$ cat src/logic/isaPkg.sv
package isaPkg;

	// Datapath widths
	localparam int dataW = 8;
	localparam int addrW = 16;

	// Z80/GB encodings of the supported instructions
	typedef enum logic [7:0] {
		opNop    = 8'h00,
		opIncB   = 8'h04,
		opDecB   = 8'h05,
		opLdBN   = 8'h06,
		opLdCN   = 8'h0E,
		opJr     = 8'h18,
		opJrNz   = 8'h20,
		opLdHlNn = 8'h21,
		opLdHN   = 8'h26,
		opLdLN   = 8'h2E,
		opIncA   = 8'h3C,
		opLdAN   = 8'h3E,
		opLdBA   = 8'h47,
		opLdHlA  = 8'h77,
		opLdAHl  = 8'h7E,
		opLdAB   = 8'h78,
		opAddAB  = 8'h80,
		opSubB   = 8'h90,
		opXorN   = 8'hEE
	} opcodeT;

	// Operand selector carried by each micro-op
	typedef enum logic [3:0] {
		A, B, C, H, L, HL, PC, X8, MEM
	} regIdT;

endpackage

$ cat src/logic/ucodePkg.sv
package ucodePkg;

	// Micro-program address width
	localparam int flowIdxW = 7;

	// Sequencing part of a micro-op
	typedef enum logic [2:0] {
		next,
		incPc,
		eof,
		incPcEof,
		incPcEofIfNz    // always steps PC, ends the flow only when Z is set
	} seqOpT;

	// Datapath action of a micro-op
	typedef enum logic [2:0] {
		nop,
		setAddr,
		memWrite,
		loadMem,
		copyToX8,
		copyFromX8,
		aluOp,
		jumpRel
	} actT;

	typedef enum logic [2:0] {
		add,
		sub,
		xorOp,
		inc,
		dec,
		pass
	} aluOpT;

	typedef struct packed {
		seqOpT         seq;
		actT           act;
		aluOpT         alu;
		isaPkg::regIdT operand;
		logic          updZ;
	} uopT;

	// What the datapath sees of the current micro-op
	typedef struct packed {
		actT           act;
		aluOpT         alu;
		isaPkg::regIdT operand;
		logic          updZ;
		logic          valid;
	} ctrlT;

	typedef struct packed {
		logic [isaPkg::addrW-1:0] addr;
		logic [isaPkg::dataW-1:0] wrData;
		logic                     rd;
		logic                     wr;
	} memReqT;

endpackage

$ cat src/logic/ucodeRom.sv
`timescale 1ns/1ps

module ucodeRom
(
	input  isaPkg::opcodeT                opcode,
	input  logic [ucodePkg::flowIdxW-1:0] upc,
	output logic [ucodePkg::flowIdxW-1:0] flowStart,
	output ucodePkg::uopT                 uop
);
	import isaPkg::*;
	import ucodePkg::*;

	//////////////////////////////////////////////////////////////////////
	// Opcode to flow start
	//////////////////////////////////////////////////////////////////////
	always_comb
	begin
		case (opcode)
			opLdBN:   flowStart = 7'd1;
			opLdCN:   flowStart = 7'd5;
			opLdAN:   flowStart = 7'd9;
			opLdHN:   flowStart = 7'd13;
			opLdLN:   flowStart = 7'd17;
			opLdHlNn: flowStart = 7'd21;
			opLdHlA:  flowStart = 7'd28;
			opLdAHl:  flowStart = 7'd30;
			opLdAB:   flowStart = 7'd33;
			opLdBA:   flowStart = 7'd35;
			opAddAB:  flowStart = 7'd37;
			opSubB:   flowStart = 7'd38;
			opXorN:   flowStart = 7'd39;
			opIncB:   flowStart = 7'd44;
			opDecB:   flowStart = 7'd45;
			opJr:     flowStart = 7'd46;
			opJrNz:   flowStart = 7'd51;
			opIncA:   flowStart = 7'd56;
			// NOP and every unlisted byte
			default:  flowStart = 7'd0;
		endcase
	end

	//////////////////////////////////////////////////////////////////////
	// Flow table, fields are seq, act, alu, operand, updZ
	//////////////////////////////////////////////////////////////////////
	always_comb
	begin
		case (upc)
			// NOP
			7'd0:  uop = '{incPcEof,     nop,        pass,  A,  1'b0};
			// LD r,n for B, C, A, H and L
			7'd1:  uop = '{incPc,        nop,        pass,  A,  1'b0};
			7'd2:  uop = '{next,         setAddr,    pass,  PC, 1'b0};
			7'd3:  uop = '{next,         nop,        pass,  A,  1'b0};
			7'd4:  uop = '{incPcEof,     loadMem,    pass,  B,  1'b0};
			7'd5:  uop = '{incPc,        nop,        pass,  A,  1'b0};
			7'd6:  uop = '{next,         setAddr,    pass,  PC, 1'b0};
			7'd7:  uop = '{next,         nop,        pass,  A,  1'b0};
			7'd8:  uop = '{incPcEof,     loadMem,    pass,  C,  1'b0};
			7'd9:  uop = '{incPc,        nop,        pass,  A,  1'b0};
			7'd10: uop = '{next,         setAddr,    pass,  PC, 1'b0};
			7'd11: uop = '{next,         nop,        pass,  A,  1'b0};
			7'd12: uop = '{incPcEof,     loadMem,    pass,  A,  1'b0};
			7'd13: uop = '{incPc,        nop,        pass,  A,  1'b0};
			7'd14: uop = '{next,         setAddr,    pass,  PC, 1'b0};
			7'd15: uop = '{next,         nop,        pass,  A,  1'b0};
			7'd16: uop = '{incPcEof,     loadMem,    pass,  H,  1'b0};
			7'd17: uop = '{incPc,        nop,        pass,  A,  1'b0};
			7'd18: uop = '{next,         setAddr,    pass,  PC, 1'b0};
			7'd19: uop = '{next,         nop,        pass,  A,  1'b0};
			7'd20: uop = '{incPcEof,     loadMem,    pass,  L,  1'b0};
			// LD HL,nn low byte first
			7'd21: uop = '{incPc,        nop,        pass,  A,  1'b0};
			7'd22: uop = '{next,         setAddr,    pass,  PC, 1'b0};
			7'd23: uop = '{next,         nop,        pass,  A,  1'b0};
			7'd24: uop = '{incPc,        loadMem,    pass,  L,  1'b0};
			7'd25: uop = '{next,         setAddr,    pass,  PC, 1'b0};
			7'd26: uop = '{next,         nop,        pass,  A,  1'b0};
			7'd27: uop = '{incPcEof,     loadMem,    pass,  H,  1'b0};
			// LD (HL),A
			7'd28: uop = '{incPc,        setAddr,    pass,  HL, 1'b0};
			7'd29: uop = '{eof,          memWrite,   pass,  A,  1'b0};
			// LD A,(HL)
			7'd30: uop = '{incPc,        setAddr,    pass,  HL, 1'b0};
			7'd31: uop = '{next,         nop,        pass,  A,  1'b0};
			7'd32: uop = '{eof,          loadMem,    pass,  A,  1'b0};
			// Register moves through X8
			7'd33: uop = '{next,         copyToX8,   pass,  B,  1'b0};
			7'd34: uop = '{incPcEof,     copyFromX8, pass,  A,  1'b0};
			7'd35: uop = '{next,         copyToX8,   pass,  A,  1'b0};
			7'd36: uop = '{incPcEof,     copyFromX8, pass,  B,  1'b0};
			// ADD A,B and SUB B
			7'd37: uop = '{incPcEof,     aluOp,      add,   B,  1'b1};
			7'd38: uop = '{incPcEof,     aluOp,      sub,   B,  1'b1};
			// XOR n
			7'd39: uop = '{incPc,        nop,        pass,  A,  1'b0};
			7'd40: uop = '{next,         setAddr,    pass,  PC, 1'b0};
			7'd41: uop = '{next,         nop,        pass,  A,  1'b0};
			7'd42: uop = '{incPc,        loadMem,    pass,  X8, 1'b0};
			7'd43: uop = '{eof,          aluOp,      xorOp, X8, 1'b1};
			// INC B and DEC B
			7'd44: uop = '{incPcEof,     aluOp,      inc,   B,  1'b1};
			7'd45: uop = '{incPcEof,     aluOp,      dec,   B,  1'b1};
			// JR n
			7'd46: uop = '{incPc,        nop,        pass,  A,  1'b0};
			7'd47: uop = '{next,         setAddr,    pass,  PC, 1'b0};
			7'd48: uop = '{next,         nop,        pass,  A,  1'b0};
			7'd49: uop = '{incPc,        loadMem,    pass,  X8, 1'b0};
			7'd50: uop = '{eof,          jumpRel,    pass,  PC, 1'b0};
			// JR NZ,n falls through here when Z is set
			7'd51: uop = '{incPc,        nop,        pass,  A,  1'b0};
			7'd52: uop = '{next,         setAddr,    pass,  PC, 1'b0};
			7'd53: uop = '{next,         nop,        pass,  A,  1'b0};
			7'd54: uop = '{incPcEofIfNz, loadMem,    pass,  X8, 1'b0};
			7'd55: uop = '{eof,          jumpRel,    pass,  PC, 1'b0};
			// INC A
			7'd56: uop = '{incPcEof,     aluOp,      inc,   A,  1'b1};
			default: uop = '{eof,        nop,        pass,  A,  1'b0};
		endcase
	end
endmodule

$ cat src/logic/microSequencer.sv
`timescale 1ns/1ps

module microSequencer
(
	input  logic                          clk,
	input  logic                          arstN,
	input  ucodePkg::uopT                 uop,
	input  logic [ucodePkg::flowIdxW-1:0] flowStart,
	input  logic [isaPkg::dataW-1:0]      memRdData,
	input  logic                          zFlag,
	output isaPkg::opcodeT                opcode,
	output logic [ucodePkg::flowIdxW-1:0] upc,
	output ucodePkg::ctrlT                ctrl,
	output logic                          fetch,
	output logic                          pcInc
);
	import isaPkg::*;
	import ucodePkg::*;

	typedef enum logic [1:0] {fetchSt, waitSt, decodeSt, execSt} stateT;

	stateT  state;
	opcodeT opcodeQ;
	logic   endOfFlow;

	// Opcode byte sits on the read bus during decode
	assign opcode = (state == decodeSt) ? opcodeT'(memRdData) : opcodeQ;

	assign endOfFlow = (uop.seq == eof) || (uop.seq == incPcEof) ||
		((uop.seq == incPcEofIfNz) && zFlag);

	assign fetch = (state == fetchSt);
	assign pcInc = (state == execSt) && (uop.seq inside {incPc, incPcEof, incPcEofIfNz});

	assign ctrl = '{act: uop.act, alu: uop.alu, operand: uop.operand, updZ: uop.updZ,
		valid: (state == execSt)};

	always_ff @(posedge clk or negedge arstN)
	begin
		if (!arstN)
		begin
			state   <= fetchSt;
			upc     <= '0;
			opcodeQ <= opNop;
		end
		else
		begin
			case (state)
				fetchSt:  state <= waitSt;
				waitSt:   state <= decodeSt;
				decodeSt:
				begin
					opcodeQ <= opcode;
					upc     <= flowStart;
					state   <= execSt;
				end
				default:
				begin
					if (endOfFlow)
						state <= fetchSt;
					else
						upc <= upc + 1'b1;
				end
			endcase
		end
	end
endmodule

$ cat src/logic/regFile.sv
`timescale 1ns/1ps

module regFile
(
	input  logic                     clk,
	input  logic                     arstN,
	input  ucodePkg::ctrlT           ctrl,
	input  logic [isaPkg::dataW-1:0] memRdData,
	input  logic [isaPkg::dataW-1:0] aluResult,
	output logic [isaPkg::dataW-1:0] aVal,
	output logic [isaPkg::dataW-1:0] operandVal,
	output logic [isaPkg::addrW-1:0] hlVal,
	output logic [isaPkg::dataW-1:0] x8Val
);
	import isaPkg::*;
	import ucodePkg::*;

	logic [dataW-1:0] a, b, c, h, l, x8;
	logic             wrEn;
	regIdT            wrId;
	logic [dataW-1:0] wrVal;

	assign aVal  = a;
	assign hlVal = {h, l};
	assign x8Val = x8;

	always_comb
	begin
		case (ctrl.operand)
			A:       operandVal = a;
			B:       operandVal = b;
			C:       operandVal = c;
			H:       operandVal = h;
			L:       operandVal = l;
			X8:      operandVal = x8;
			default: operandVal = '0;
		endcase
	end

	// Write-back target and value
	always_comb
	begin
		wrEn  = 1'b0;
		wrId  = ctrl.operand;
		wrVal = memRdData;
		case (ctrl.act)
			loadMem: wrEn = ctrl.valid;
			copyToX8:
			begin
				wrEn  = ctrl.valid;
				wrId  = X8;
				wrVal = operandVal;
			end
			copyFromX8:
			begin
				wrEn  = ctrl.valid;
				wrVal = x8;
			end
			aluOp:
			begin
				// Inc and dec work in place and everything else lands in A
				wrEn  = ctrl.valid && (ctrl.alu != pass);
				wrVal = aluResult;
				if (!(ctrl.alu inside {inc, dec}))
					wrId = A;
			end
			default: ;
		endcase
	end

	always_ff @(posedge clk or negedge arstN)
	begin
		if (!arstN)
		begin
			a  <= '0;
			b  <= '0;
			c  <= '0;
			h  <= '0;
			l  <= '0;
			x8 <= '0;
		end
		else if (wrEn)
		begin
			case (wrId)
				A:       a  <= wrVal;
				B:       b  <= wrVal;
				C:       c  <= wrVal;
				H:       h  <= wrVal;
				L:       l  <= wrVal;
				X8:      x8 <= wrVal;
				default: ;
			endcase
		end
	end
endmodule

$ cat src/logic/alu.sv
`timescale 1ns/1ps

module alu
(
	input  logic                     clk,
	input  logic                     arstN,
	input  ucodePkg::ctrlT           ctrl,
	input  logic [isaPkg::dataW-1:0] aVal,
	input  logic [isaPkg::dataW-1:0] operandVal,
	output logic [isaPkg::dataW-1:0] aluResult,
	output logic                     zFlag
);
	import ucodePkg::*;

	// 8-bit results, add and sub wrap
	always_comb
	begin
		case (ctrl.alu)
			add:     aluResult = aVal + operandVal;
			sub:     aluResult = aVal - operandVal;
			xorOp:   aluResult = aVal ^ operandVal;
			inc:     aluResult = operandVal + 1'b1;
			dec:     aluResult = operandVal - 1'b1;
			default: aluResult = operandVal;
		endcase
	end

	// Only flag kept is Z
	always_ff @(posedge clk or negedge arstN)
	begin
		if (!arstN)
			zFlag <= 1'b0;
		else if (ctrl.valid && (ctrl.act == aluOp) && ctrl.updZ)
			zFlag <= (aluResult == '0);
	end
endmodule

$ cat src/logic/addrUnit.sv
`timescale 1ns/1ps

module addrUnit
(
	input  logic                     clk,
	input  logic                     arstN,
	input  ucodePkg::ctrlT           ctrl,
	input  logic                     fetch,
	input  logic                     pcInc,
	input  logic [isaPkg::addrW-1:0] hlVal,
	input  logic [isaPkg::dataW-1:0] x8Val,
	input  logic [isaPkg::dataW-1:0] operandVal,
	output ucodePkg::memReqT         memReq
);
	import isaPkg::*;
	import ucodePkg::*;

	logic [addrW-1:0] pc;
	logic [addrW-1:0] addrQ;
	logic [dataW-1:0] wrDataQ;
	logic             rdQ;
	logic             wrQ;
	logic             takeAddr;
	logic             takeWrite;
	logic             takeJump;

	assign takeAddr  = ctrl.valid && (ctrl.act == setAddr);
	assign takeWrite = ctrl.valid && (ctrl.act == memWrite);
	assign takeJump  = ctrl.valid && (ctrl.act == jumpRel);

	always_ff @(posedge clk or negedge arstN)
	begin
		if (!arstN)
		begin
			pc  <= '0;
			rdQ <= 1'b0;
			wrQ <= 1'b0;
		end
		else
		begin
			rdQ <= fetch || takeAddr;
			wrQ <= takeWrite;
			// Offset counts from the byte after the offset
			if (takeJump)
				pc <= pc + {{(addrW - dataW){x8Val[dataW-1]}}, x8Val};
			else if (pcInc)
				pc <= pc + 1'b1;
		end
	end

	always_ff @(posedge clk)
	begin
		if (fetch)
			addrQ <= pc;
		else if (takeAddr)
			addrQ <= (ctrl.operand == HL) ? hlVal : pc;
		if (takeWrite)
			wrDataQ <= operandVal;
	end

	assign memReq = '{addr: addrQ, wrData: wrDataQ, rd: rdQ, wr: wrQ};
endmodule

$ cat src/logic/cpuTop.sv
`timescale 1ns/1ps

module cpuTop
(
	input  logic                     clk,
	input  logic                     arstN,
	output ucodePkg::memReqT         memReq,
	input  logic [isaPkg::dataW-1:0] memRdData
);
	import isaPkg::*;
	import ucodePkg::*;

	opcodeT              opcode;
	logic [flowIdxW-1:0] upc;
	logic [flowIdxW-1:0] flowStart;
	uopT                 uop;
	ctrlT                ctrl;
	logic                fetch;
	logic                pcInc;
	logic                zFlag;
	logic [dataW-1:0]    aVal;
	logic [dataW-1:0]    operandVal;
	logic [dataW-1:0]    aluResult;
	logic [dataW-1:0]    x8Val;
	logic [addrW-1:0]    hlVal;

	// Control
	microSequencer seq_i (.*);
	ucodeRom       rom_i (.*);

	// Datapath
	regFile  regs_i (.*);
	alu      alu_i  (.*);
	addrUnit addr_i (.*);
endmodule

$ cat config.mk
export PLATFORM = sky130hd
export DESIGN_NAME = cpuTop
export DESIGN_NICKNAME = d
export VERILOG_FILES = /design/src/logic/isaPkg.sv /design/src/logic/ucodePkg.sv /design/src/logic/ucodeRom.sv /design/src/logic/microSequencer.sv /design/src/logic/regFile.sv /design/src/logic/alu.sv /design/src/logic/addrUnit.sv /design/src/logic/cpuTop.sv
export SDC_FILE = /design/constraint.sdc
export NUM_CORES = 1
export LEC_CHECK = 0
export BUFFER_PORTS_ARGS = -buffer_cell sky130_fd_sc_hd__buf_2
export CAP_MARGIN = 20
export CORE_UTILIZATION = 45
export CTS_BUF_LIST = sky130_fd_sc_hd__clkbuf_16
export CTS_CLUSTER_DIAMETER = 100
export DETAILED_ROUTE_END_ITERATION = 10
export GPL_TIMING_DRIVEN = 0
export MAX_ROUTING_LAYER = met4
export PLACE_DENSITY_LB_ADDON = 0.25
export SYNTH_ARGS = -nofsm -noshare
export SYNTH_HDL_FRONTEND = slang
export SYNTH_SLANG_ARGS = --single-unit
$ cat constraint.sdc
create_clock -name clk -period 6.05 [get_ports clk]
set_input_delay 0.605 -clock clk [delete_from_list [all_inputs] [get_ports clk]]
set_output_delay 0.605 -clock clk [all_outputs]
set_load 0.05 [all_outputs]
## After elaboration in Yosys (flattened, before gate mapping)

Memory sizes are Yosys's and may differ from the RTL's.
Index checks and enable logic that the tools add are counted.

| word-level totals | value |
|---|---|
| memories kept | 1 |
| output and inout port bits | 26 |
| input bits | 10 |
| bits in registers | 108 |
| memory bits (read-only) | 832 |
| bits in writable memories | 0 |
| latch bits | 0 |
| word-level logic and storage cells | 122 |

Memory list:

| name | depth | bits a word | rd ports | clocked after Yosys merged registers in | write ports | RTL line | text |
|---|---|---|---|---|---|---|---|
| (no name shown) | 64 | 13 | 1 | 0 | 0 | ucodeRom.sv:47 | `case (upc)` |

| cells by class | value |
|---|---|
| reductions and logical operators | 30 |
| add/subtract/negate cells | 7 |
| bitwise gates (word level) | 2 |
| shift-type cells | 0 |
| $mul | 0 |
| magnitude comparators | 0 |
| multiplexer cells | 18 |
| eq/ne operators | 49 |
| divide/modulo/power cells | 0 |

Operators with widths:

| operator | number |
|---|---|
| 6-bit one-hot mux with 18 select lines | 1 |
| 16-bit 2-to-1 mux | 5 |
| 8-bit by 6-bit equality test with 1-bit output, second input constant | 6 |
| 8-bit one-hot mux with 6 select lines | 1 |
| 8-bit one-hot mux with 5 select lines | 1 |
| 8-bit by 7-bit equality test with 1-bit output, second input constant | 4 |
| 8-bit by 3-bit equality test with 1-bit output, second input constant | 3 |
| 8-bit equality test, second input constant | 3 |
| 8-bit one-hot mux with 3 select lines | 1 |
| 4-bit by 3-bit equality test with 1-bit output, second input constant | 5 |
| 3-bit by 2-bit equality test with 1-bit output, second input constant | 6 |
| 3-bit equality test, second input constant | 6 |
| 16-bit by 1-bit adder with 16-bit output, second input constant | 1 |
| 16-bit adder | 1 |
| 4-bit by 2-bit equality test with 1-bit output, second input constant | 4 |
| 14-bit 2-to-1 mux | 1 |
| 7-bit one-hot mux with 2 select lines | 1 |
| 2-bit AND reduction | 7 |
| 3-bit by 1-bit equality test with 1-bit output, second input constant | 3 |
| 8-bit by 1-bit adder with 8-bit output, second input constant | 1 |
| 8-bit adder | 1 |
| 4-bit by 1-bit equality test with 1-bit output, second input constant | 2 |
| 8-bit by 4-bit equality test with 1-bit output, second input constant | 1 |
| 8-bit by 5-bit equality test with 1-bit output, second input constant | 1 |
| other kinds (27) | 40 |

## Longest topological paths before layout

An unclocked memory read counts as a cell.

| depth | value |
|---|---|
| word-level depth | 8 |
| mapped depth | 23 |
| mapped depth without buffers | 20 |

## Modules after synthesis

From an unflattened synthesis, not the netlist that was laid out.

| second synthesis, totals | value |
|---|---|
| cell total of the unflattened synthesis | 937 |
| area total of the unflattened synthesis | 8868.5 sq um |

Modules (own cells, without submodules):

| module | area each (sq um) | cells each | seq. area each (sq um) | times used |
|---|---|---|---|---|
| regFile | 2713.9 | 237 | 1201.2 | 1 |
| addrUnit | 2188.3 | 178 | 1171.1 | 1 |
| alu | 1467.7 | 214 | 25.0 | 1 |
| ucodeRom | 1318.8 | 198 | 0.0 | 1 |
| microSequencer | 1179.9 | 110 | 425.4 | 1 |

## Worst setup path before layout

No wires, ideal clock.

| timing | value |
|---|---|
| path kind | reg2reg |
| start point | reg seq_i.upc[0] in the netlist's numbering |
| end point | reg regs_i.l[6] |
| stages on the path, launching flop included | 21 |
| path slack | 1058 ps |
| required time | 5922 ps |
| arrival time | 4865 ps |
| period minus slack after synthesis | 4992 ps |
| path buffers | 1 |
| setup time | 128 ps |
| cell sequence | dfrtp_1 clkbuf_1 inv_1 ha_1 nor2b_1 o211a_1 or2_2 a21oi_1 a22o_1 a21oi_1 ha_1 fa_1 nor2b_1 o21ai_0 a21boi_0 mux2_2 o211ai_1 o2111ai_1 a21oi_1 o21ai_1 mux2_1 |

| on the way | value |
|---|---|
| word-level cells in the longest chain between the ends | 8 |
| elaborated cells on any way between the ends | 34 |
| those cells by class | 4 x add/sub; 15 x eq/ne; 7 x mux; 1 x bitwise; 6 x reduce/logical; 1 x memory |

Ends and longest elaborated chain:

| element | RTL line | text |
|---|---|---|
| start, declared | microSequencer.sv:12 | `output logic [ucodePkg::flowIdxW-1:0] upc,` |
| start signal, assigned | microSequencer.sv:54 | `upc <= flowStart;` |
| start signal, assigned | microSequencer.sv:62 | `upc <= upc + 1'b1;` |
| memory read 64 x 13 bit * | - |  |
| 14-bit 2-to-1 mux * | ucodeRom.sv:47 |  |
| branches (longest 6 deep; another with 8-bit by 1-bit subtractor with 8-bit output) | - |  |
| end signal, assigned | regFile.sv:89 | `L: l <= wrVal;` |
| end, declared | regFile.sv:18 | `logic [dataW-1:0] a, b, c, h, l, x8;` |

Mark *: on every way between the ends.
A chain may end at the register's enable or synchronous reset.

## Worst setup path after layout

Same ends and word-level chain as after synthesis.

==> flow_summary.toml <==
[finish]
layout_common_cells = "dfrtp_1, mux2_2, nand2_1, nor2_1"
area_growth_pct = 10.28
diodes = 0
nNetsFinal = 988
layout-drive-gt1-share_pct = 20.96
layout_commonest_cell = "dfrtp_1"

[timing]
fin_ws_ns = 0.2544
finalHoldViolations = 0
slew_headroom_pct = 39.48
rsz0062_at_grt = "false"
fmax_ghz = 0.1725
finalMaxSlewViolations = 0
fin_skew_ns = 0.01485
period_needed_ns = 5.796
setup_viol = 0
tightest_slew_ns = 0.9079
finalCritPeriodShare_pct = 95.79

[routing]
drt-initial-drc-count = 603
first_pass_iters = 8
vias_per_cell = 6.242
routed_wl_um = 24100
wl_per_cell_um = 20.70
vias = 7266
drtAntennaViolNets = 0
drc_errors = 0

[clocking]
tritoncts = "yes"
clockRootBuffer = "clkbuf_16"
cts_num_sinks = 108
cts_max_level = 3
numCtsBuffers = 9
cts.clk_slew.worst_paths_ns = 0.08
clk_latency_ns = 0.37
cts_max_path_buffers = 2

[setup_path]
crit_start = "seq_i.upc[0]"
worstSetupEndpointType = "flop"
endpoint = "regs_i.l[6]"
r2r_setup_slack_ns = 0.25
timing.rr.start = "seq_i.upc[0]"
cp_max_fo = 10
path_class = "flop to flop"
start_kind = "flop"
ff2ff_path_depth = 21
required_ns = 6.30
rr_endpoint = "regs_i.l[6]"
critPathArrivalTime_ns = 6.05

[global_routing]
antenna_found_initial = 0
grt-ovfl-total = 0
grt_pass1_wl_um = 37920
grt_usage_pct = 25.98
first_global_vias = 6832
grt_max_degree = 67

[floorplanning]
ioPinCount = 36
die_x_um = 138.0
die_area_um2 = 19050
num_rows = 49
coreArea_um2 = 18020
die_h_um = 138.0
start_util_pct = 46.18

[synth]
synth.avg_cell_area_um2 = 9.470
ys.flop_type = "dfrtp_1"
syn_nets = 937
synthCells = 879
yosysSeqAreaShare_pct = 33.91
syn_area_um2 = 8324
synth-edff-count = 24
ys_warn_count = 0
ys_ff_latch = 108
synthArstFlopShare_pct = 77.78
synth_cell_types = 95

[placement]
io_buffers = 35
post-place-ws_ns = -0.3091
hpwl_um = 18150
gp_congestion = 0.9619

[flow_run]
maxCapViolCount = 0

[run_status]
outcome = "complete, no violations"

[hold_path]
hp-class = "input port to asynchronous set/reset pin"
routing by layer:
metal / track usage (%) / share of wire (%)
met5: - / 0
met4: 7.866 / 1.9
met3: 3.325 / 5.2
met2: 38.53 / 45
met1: 36.87 / 48
Yosys cell counts, drive strengths merged (4+ instances only):
master,number,area [µm²]
o2111ai,7,67.56
nor4,8,95.09
a21oi,58,297.8
nand3,19,95.09
a221oi,5,43.79
nor2b,13,81.33
nor3b,5,37.54
xnor2,9,78.83
edfxtp,24,720.7
a31o,4,35.03
and3,5,31.28
or2,6,37.54
a21boi,4,30.03
nand3b,7,52.55
a31oi,13,81.33
ha,45,563.0
o21a,10,75.07
o31ai,11,101.3
or3,8,50.05
o22ai,9,56.30
clkbuf,13,48.80
a32o,4,40.04
a21o,6,45.04
inv,41,153.9
a22oi,9,67.56
o21ai,60,307.8
nand2b,16,100.1
nand2,63,236.5
buf,29,191.4
mux2,65,732.0
a41o,4,40.04
nor2,55,206.5
mux2i,23,230.2
nor3,27,140.1
a211oi,7,70.07
and2,12,75.08
a22o,9,78.83
xor2,12,105.1
o221ai,5,43.79
o211ai,4,30.03
dfrtp,84,2102
flip-flops by register name (all words and copies together), names as in the netlist, 7 cells and up:
| register | count |
|---|---|
| addr_i.addrQ | 16 |
| addr_i.pc | 16 |
| addr_i.wrDataQ | 8 |
| regs_i.aVal | 8 |
| regs_i.b | 8 |
| regs_i.c | 8 |
| regs_i.h | 8 |
| regs_i.l | 8 |
| regs_i.x8Val | 8 |
| seq_i.opcodeQ | 8 |
| seq_i.upc | 7 |
per-stage QoR:
| stage | instance area (µm²) | std cells | util (%) | setup TNS, ns | hold slack, ns |
|---|---|---|---|---|---|
| 2_1_floorplan | 8324 | 879 | - | 0 | 0.3094 |
| 3_3_place_gp | 8786 | 1143 | 48.74 | -2.124 | 0.4507 |
| 3_5_place_dp | 8821 | 1145 | 48.94 | -2.284 | 0.4603 |
| 4_1_cts | 9138 | 1161 | 50.69 | 0 | 0.1281 |
| 5_1_grt | 9180 | 1164 | 50.93 | 0 | 0.1397 |
| 6_report | 9180 | 1164 | 50.93 | 0 | 0.1201 |
how the worst min path moves through the flow:
| stage | endpoint | slack, ns | cells past startpoint |
|---|---|---|---|
| 2_1_floorplan | addr_i.pc[0] | 0.31 | 0 |
| 3_3_place_gp | addr_i.pc[15] | 0.45 | 1 |
| 3_5_place_dp | addr_i.pc[15] | 0.46 | 1 |
| 4_1_cts | seq_i.upc[3] | 0.13 | 1 |
| 5_1_grt | seq_i.upc[4] | 0.14 | 1 |
| 6_report | seq_i.upc[3] | 0.12 | 1 |
timing repair:
action | CTS | global route
gates resized for setup | 7 | 7
hold buffers | 0 | 0
gates cloned | 0 | 0
setup buffers | 0 | 2
endpoints found under the setup margin | 11 | 11
kinds of logic (layout without fill, tap and decap cells):
family,count (synthesis),count (layout),synth area share (%)
xor+xnor,21,21,2.210
flops,108,108,33.91
mux,89,89,11.83
fa+ha+maj,48,48,7.485
buf+inv,84,140,4.780
simple gates,265,265,17.24
compound gates,264,264,22.55
layout make-up:
type                    count  area [µm²]
well taps                 229       286.5
clock buffers               9       225.2
repair buffers             40       230.2
multi-input cells         687        5160
fillers                  1706        8845
flip-flops and latches    108        2823
inverters                  42       157.7
plain buffers              42       245.2
clock inverters             7       52.55
worst max-delay path, stage by stage (launching register included):
cell and delay [ns]:
dfrtp_1 0.49, clkbuf_2 0.25, inv_1 0.20, ha_2 0.27, clkbuf_4 0.22, or4bb_1 0.52
o2111ai_2 0.13, a32oi_4 0.15, nor3_2 0.35, a22o_1 0.25, a21oi_2 0.13, ha_1 0.22
fa_1 0.43, nor2b_1 0.14, o21ai_0 0.11, a21boi_1 0.24, mux2_2 0.36, o211ai_1 0.23
o2111ai_2 0.24, a21oi_1 0.23, o21ai_2 0.17, mux2_1 0.32
Power is not shown: default switching activity piles up to over one toggle a cycle in this logic, so the estimate is an artifact.
